--- config.mk ---
export PLATFORM = sky130hd
export DESIGN_NAME = decode_stage
export DESIGN_NICKNAME = d
export VERILOG_FILES = /design/src/common/cpu_pkg.sv /design/src/decode/decode_stage.sv /design/src/decode/register_file.sv
export SDC_FILE = /design/constraint.sdc
export NUM_CORES = 2
export LEC_CHECK = 0
export BUFFER_PORTS_ARGS = -buffer_cell sky130_fd_sc_hd__buf_2
export CORE_AREA = 2 2 371 373
export DETAILED_ROUTE_END_ITERATION = 6
export DIE_AREA = 0 0 373 375
export PLACE_DENSITY = 0.69
export SETUP_SLACK_MARGIN = 0.05
export SLEW_MARGIN = 10
export SYNTH_ARGS = -nofsm -noshare
export SYNTH_HDL_FRONTEND = slang
export SYNTH_SLANG_ARGS = --single-unit
--- constraint.sdc ---
create_clock -name clk -period 4.8 [get_ports clk]
set_clock_uncertainty 0.05 [all_clocks]
set_input_delay 0.96 -clock clk [delete_from_list [all_inputs] [get_ports clk]]
set_output_delay 0.96 -clock clk [all_outputs]
set_load 0.01 [all_outputs]
--- src/common/cpu_pkg.sv ---
// cpu package: widths, instruction fields, opcode and alu encodings, control decode
package cpu_pkg;

   localparam int data_w      = 32;
   localparam int reg_addr_w  = 5;
   localparam int imem_addr_w = 9;
   localparam int dmem_addr_w = 10;

   // instruction field positions
   localparam int op_w        = 6;
   localparam int opcode_lsb  = 26;
   localparam int rs_lsb      = 21;
   localparam int rt_lsb      = 16;
   localparam int rd_lsb      = 11;
   localparam int shamt_lsb   = 6;
   localparam int funct_lsb   = 0;
   localparam int imm_lsb     = 0;
   localparam int imm_w       = 16;
   localparam int jidx_w      = 26;

   // r-type funct codes
   localparam logic [op_w-1:0] funct_sll = 6'h00;
   localparam logic [op_w-1:0] funct_add = 6'h20;
   localparam logic [op_w-1:0] funct_sub = 6'h22;
   localparam logic [op_w-1:0] funct_and = 6'h24;
   localparam logic [op_w-1:0] funct_or  = 6'h25;
   localparam logic [op_w-1:0] funct_slt = 6'h2a;

   typedef enum logic [op_w-1:0] {
      op_r_type = 6'h00,
      op_j      = 6'h02,
      op_beq    = 6'h04,
      op_addi   = 6'h08,
      op_lw     = 6'h23,
      op_sw     = 6'h2b
   } opcode_e;

   typedef enum logic [3:0] {
      alu_and = 4'd0,
      alu_or  = 4'd1,
      alu_add = 4'd2,
      alu_sll = 4'd3,
      alu_sub = 4'd6,
      alu_slt = 4'd7
   } alu_op_e;

   typedef struct packed {
      logic    reg_write;
      logic    mem_read;
      logic    mem_write;
      logic    mem_to_reg;
      logic    alu_src_imm;
      logic    reg_dst_rd;
      logic    branch;
      logic    jump;
      alu_op_e alu_op;
   } ctrl_t;

   function automatic ctrl_t decode_ctrl(input logic [op_w-1:0] opcode,
                                         input logic [op_w-1:0] funct);
      ctrl_t c;
      c = '0;
      c.alu_op = alu_add;
      case (opcode)
         op_r_type: begin
            c.reg_write  = 1'b1;
            c.reg_dst_rd = 1'b1;
            case (funct)
               funct_add: c.alu_op = alu_add;
               funct_sub: c.alu_op = alu_sub;
               funct_and: c.alu_op = alu_and;
               funct_or:  c.alu_op = alu_or;
               funct_slt: c.alu_op = alu_slt;
               funct_sll: c.alu_op = alu_sll;
               // unsupported funct behaves as a nop
               default:   c.reg_write = 1'b0;
            endcase
         end
         op_addi: begin
            c.reg_write   = 1'b1;
            c.alu_src_imm = 1'b1;
         end
         op_lw: begin
            c.reg_write   = 1'b1;
            c.mem_read    = 1'b1;
            c.mem_to_reg  = 1'b1;
            c.alu_src_imm = 1'b1;
         end
         op_sw: begin
            c.mem_write   = 1'b1;
            c.alu_src_imm = 1'b1;
         end
         op_beq: begin
            c.branch = 1'b1;
            c.alu_op = alu_sub;
         end
         op_j:    c.jump = 1'b1;
         default: c = '0;
      endcase
      return c;
   endfunction

endpackage
--- src/decode/decode_stage.sv ---
// decode stage: control decode, register read, load-use interlock, decode/execute register
module decode_stage
   import cpu_pkg::*;
(
   input  logic                  clk,
   input  logic                  arst_n,
   input  logic                  enable,
   input  logic                  flush,
   input  logic [data_w-1:0]     if_pc,
   input  logic [data_w-1:0]     if_instr,
   input  logic                  if_valid,
   input  logic                  wb_we,
   input  logic [reg_addr_w-1:0] wb_waddr,
   input  logic [data_w-1:0]     wb_wdata,
   output ctrl_t                 id_ctrl,
   output logic [data_w-1:0]     id_rs_data,
   output logic [data_w-1:0]     id_rt_data,
   output logic [data_w-1:0]     id_imm,
   output logic [reg_addr_w-1:0] id_rs,
   output logic [reg_addr_w-1:0] id_rt,
   output logic [reg_addr_w-1:0] id_waddr,
   output logic [reg_addr_w-1:0] id_shamt,
   output logic [data_w-1:0]     id_pc4,
   output logic [data_w-1:0]     id_jtarget,
   output logic                  stall
);

   logic [op_w-1:0]       opcode;
   logic [op_w-1:0]       funct;
   logic [reg_addr_w-1:0] rs;
   logic [reg_addr_w-1:0] rt;
   logic [reg_addr_w-1:0] rd;
   logic [imm_w-1:0]      imm;
   logic [data_w-1:0]     pc4;
   logic [data_w-1:0]     rs_data;
   logic [data_w-1:0]     rt_data;
   ctrl_t                 ctrl;

   assign opcode = if_instr[opcode_lsb +: op_w];
   assign funct  = if_instr[funct_lsb +: op_w];
   assign rs     = if_instr[rs_lsb +: reg_addr_w];
   assign rt     = if_instr[rt_lsb +: reg_addr_w];
   assign rd     = if_instr[rd_lsb +: reg_addr_w];
   assign imm    = if_instr[imm_lsb +: imm_w];
   assign pc4    = if_pc + data_w'(4);
   assign ctrl   = if_valid ? decode_ctrl(opcode, funct) : '0;

   // load in execute feeding this instruction
   assign stall = if_valid && id_ctrl.mem_read && id_waddr != '0 &&
                  (id_waddr == rs || id_waddr == rt);

   register_file regs (
      .clk    (clk),
      .arst_n (arst_n),
      .we     (wb_we && enable),
      .waddr  (wb_waddr),
      .wdata  (wb_wdata),
      .raddr_1(rs),
      .raddr_2(rt),
      .rdata_1(rs_data),
      .rdata_2(rt_data)
   );

   always_ff @(posedge clk or negedge arst_n) begin
      if (!arst_n) begin
         id_ctrl <= '0;
      end else if (enable) begin
         id_ctrl <= (stall || flush) ? '0 : ctrl;
      end
   end

   always_ff @(posedge clk) begin
      if (enable) begin
         id_rs_data <= rs_data;
         id_rt_data <= rt_data;
         id_imm     <= {{(data_w-imm_w){imm[imm_w-1]}}, imm};
         id_rs      <= rs;
         id_rt      <= rt;
         id_waddr   <= ctrl.reg_dst_rd ? rd : rt;
         id_shamt   <= if_instr[shamt_lsb +: reg_addr_w];
         id_pc4     <= pc4;
         id_jtarget <= {pc4[data_w-1:jidx_w+2], if_instr[jidx_w-1:0], 2'b00};
      end
   end

   a_stall_flush: assert property (@(posedge clk) disable iff (!arst_n) !(stall && flush))
      else $error("decode: stall and flush high together");

endmodule

--- src/decode/register_file.sv ---
// register file: 32 registers, two read ports with write-through bypass, r0 reads zero
module register_file
   import cpu_pkg::*;
(
   input  logic                  clk,
   input  logic                  arst_n,
   input  logic                  we,
   input  logic [reg_addr_w-1:0] waddr,
   input  logic [data_w-1:0]     wdata,
   input  logic [reg_addr_w-1:0] raddr_1,
   input  logic [reg_addr_w-1:0] raddr_2,
   output logic [data_w-1:0]     rdata_1,
   output logic [data_w-1:0]     rdata_2
);

   logic [data_w-1:0] regs [2**reg_addr_w];

   always_ff @(posedge clk or negedge arst_n) begin
      if (!arst_n) begin
         for (int i = 0; i < 2**reg_addr_w; i++) begin
            regs[i] <= '0;
         end
      end else if (we && waddr != '0) begin
         regs[waddr] <= wdata;
      end
   end

   // writeback in the same cycle is seen by decode
   always_comb begin
      rdata_1 = regs[raddr_1];
      rdata_2 = regs[raddr_2];
      if (we && waddr != '0 && waddr == raddr_1) begin
         rdata_1 = wdata;
      end
      if (we && waddr != '0 && waddr == raddr_2) begin
         rdata_2 = wdata;
      end
      if (raddr_1 == '0) begin
         rdata_1 = '0;
      end
      if (raddr_2 == '0) begin
         rdata_2 = '0;
      end
   end

endmodule

==> flow_summary_export.csv <==
group,metric,value,unit
sta,setup_viol,0,
yosys,synthesis.area,60800,um2
detailed_routing,first_pass_iters,6,
pwr,p_leak,30.2,nW
clocking,cts-resized-gates,0,
layout,final_common_cell,"dfrtp_1",
setup_path,path_class,"input pin to output pin",
global_route,grt_pass1_wl,304,mm
sta,finalHoldViolations,0,
sta,grt_setup_unrepaired,"false",
detailed_routing,route.detailed.drc,0,
global_route,grt.overflow.total,0,
sta,worst_slew_pin_slew,1.25,ns
global_route,grt_pass1_vias,42259,
clocking,cts_buffers,116,
yosys,yosysWarnings,0,
placed_design,place.gp.congestion,0.869,
yosys,synth_top_family_by_area,"multiplexers",
clocking,clk_latency,0.74,ns
placed_design,place_inst,6139,
global_route,gr-usage-all-layers,29.7,%
die,io_pins,300,
pwr,power.density,375,nW/um2
clocking,clkTransAtPathRegs,0.06,ns
yosys,synth_flop_cell,"dfrtp_1",
die,die-area,140000,um2
layout,final_core_util,49.5,%
die,core_area,136000,um2
status,run_status,"completed",
placed_design,dp_hpwl,125,mm
clocking,cts.htree.levels,3,
sta,fin_crit,3.56,ns
yosys,synthSimpleGateAreaFrac,3.29,%
detailed_routing,vias_per_cell,6.64,
clocking,hold_buffers,0,
yosys,synthXorXnorAreaFrac,0.691,%
layout,final_cell_mix,"dfrtp_1, mux2_2, mux2i_1",
clocking,post-cts-setup-buffers,0,
clocking,cts_tree,"built",
setup_path,path_max_fanout,12,
yosys,synth_compound_area_share,6.09,%
yosys,synth_fa_ha_area_share,0.0206,%
yosys,synth_mux_area_share,36.4,%
die,die_y,375,um
clocking,clock-sinks,1161,
yosys,ys_seq_elements,1161,
placed_design,io_buffers,296,
detailed_routing,wire_per_inst,33.1,um
global_route,grt_max_degree,140,
detailed_routing,antenna_left,0,
yosys,yosysTopAreaCell,"dfrtp_1",
detailed_routing,routed_wl,211,mm
setup_path,cp.required,3.79,ns
yosys,synthCells,4420,
pwr,ir_worst_vdd,0.313,mV
yosys,postSynth.asyncResetShare,89.1,%
sta,fin_tns_setup,0,ns
sta,fmax,0.281,GHz
die,core.rowCount,136,
detailed_routing,vias,42278,
yosys,yosys-top-cells-area,"dfrtp_1, mux2_2, mux4_2",
detailed_routing,drt_iter0_drc,5155,
layout,nets,4571,
sta,slew_headroom,16.6,%
yosys,ys_seq_area_share,48.8,%
sta,fin_crit_sh,74.3,%
die,die_w,373,um
yosys,yosysUniqueCellTypes,71,
setup_path,end_kind,"output pin",
hold_path,hp-class,"input pin to asynchronous set/reset pin",
setup_path,cp-start-kind,"input pin",
yosys,synth_edf_count,127,
sta,drv_slew,0,
clocking,cts-root-buf,"clkbuf_16",
die,initial_core_util,44.6,%
layout,drive_above_1_share,42.5,%
layout,instances_no_fill,6368,
yosys,syn_area_per_cell,13.8,um2
setup_path,critPathArrivalTime,2.55,ns
run,maxCapViolCount,0,
yosys,yosys.area.top_type_share,42.5,%
layout,area_delta_synth_final,11.0,%
global_route,antenna_found_initial,22,
clocking,clk_path_buf_depth,3,
-- where the power goes --
group	switching [mW]	leakage (nW)	internal, mW	total [mW]
Clock	4.10	1.88	5.09	9.19
Sequential	0.945	15.0	11.2	12.1
Combinational	1.97	13.2	2.07	4.03
Total	7.01	30.2	18.3	25.3
-- Yosys cell counts, types with 11 or more instances --
library cell,count
a2111oi_0,11
buf_6,33
mux4_2,256
mux2_1,18
o221ai_1,14
a32o_1,25
edfxtp_1,127
a21oi_1,49
or4_1,16
mux2i_1,500
nor3_1,35
a22o_1,24
inv_1,11
o2111ai_1,29
buf_4,102
a22oi_1,32
xor2_1,17
nand2_1,119
o22ai_1,119
nor2_1,101
dfrtp_1,1034
nand3_1,37
clkbuf_1,191
mux2_2,991
xnor2_1,31
o21bai_1,11
nor4_1,25
o22a_1,20
buf_1,12
a21o_1,14
a221oi_1,58
o21ai_0,60
o31ai_1,15
buf_2,177
-- area by class of cell --
class | count | area, um2
Clock buffer | 153 | 3250
Fill cell | 11576 | 68800
Antenna cell | 8 | 20.0
Timing Repair Buffer | 442 | 3190
Tap cell | 1794 | 2240
Sequential cell | 1161 | 29700
Multi-Input combinational cell | 2731 | 28500
Clock inverter | 68 | 551
Inverter | 11 | 41.3
-- worst max-delay path, stage by stage --
cell	delay (ns)
buf_2	0.38
buf_4	0.42
xnor2_1	0.18
nand3_1	0.09
a21oi_1	0.13
buf_4	0.20
buf_2	0.16
-- kinds of logic (layout without fill, tap and decap cells) --
group,count (synthesis),after routing
adder cells (fa/ha/maj),1,1
XOR/XNOR,48,48
AND/OR/NAND/NOR,407,407
other,1,11
buffers and inverters,530,674
flip-flops,1161,1161
AO/OA/AOI/OAI,507,507
multiplexers,1765,1765
-- worst paths after layout --
check / from / end / slack [ns] / depth (start not counted)
setup / recovery: if_instr[24] / stall / 1.24 / 7
hold / removal: arst_n / regs.regs[663] / 0.17 / 1
setup reg to reg: regs.regs[536] / id_rs_data[24] / 2.60 / 4
hold reg to reg: regs.regs[1023] / regs.regs[1023] / 0.35 / 0
max in group asynchronous: arst_n / regs.regs[878] / 3.21 / 2
min in group clk: if_instr[10] / id_imm[10] / 0.34 / 1
-- through the flow --
stage / hold slack (ns) / instance area, um2 / setup slack, ns / total power [mW]
3_5_place_dp: 0.334 / 63700 / 1.04 / 16.2
6_report: 0.171 / 67500 / 1.24 / 25.3
5_1_grt: 0.195 / 67500 / 1.21 / 26.2
4_1_cts: 0.169 / 67500 / 1.29 / 25.4
3_3_place_gp: 0.326 / 63700 / 1.04 / 16.1
2_1_floorplan: 0.391 / 60800 / 1.67 / 14.8
-- per-layer routing --
metal | share of wire (%) | vias up | track usage, % | routed length, um
met4 | 5.9 | 16 | 16.3 | 12500
met5 | 0.050 | - | 0 | 106
met2 | 46 | 2532 | 46.9 | 97600
li1 | - | 16877 | - | -
met1 | 38 | 22156 | 37.6 | 79800
met3 | 9.8 | 697 | 7.14 | 20600
-- flip-flops by register name, indices dropped and copies added, names as in the netlist --
signal / flops
id_pc4: 32
id_rs: 4
regs.regs: 1024
id_waddr: 5
id_rs_data: 32
id_rt_data: 32
id_jtarget: 3
id_rt: 4
id_ctrl: 10
id_imm: 15
Power figures use the tool's default switching activity.
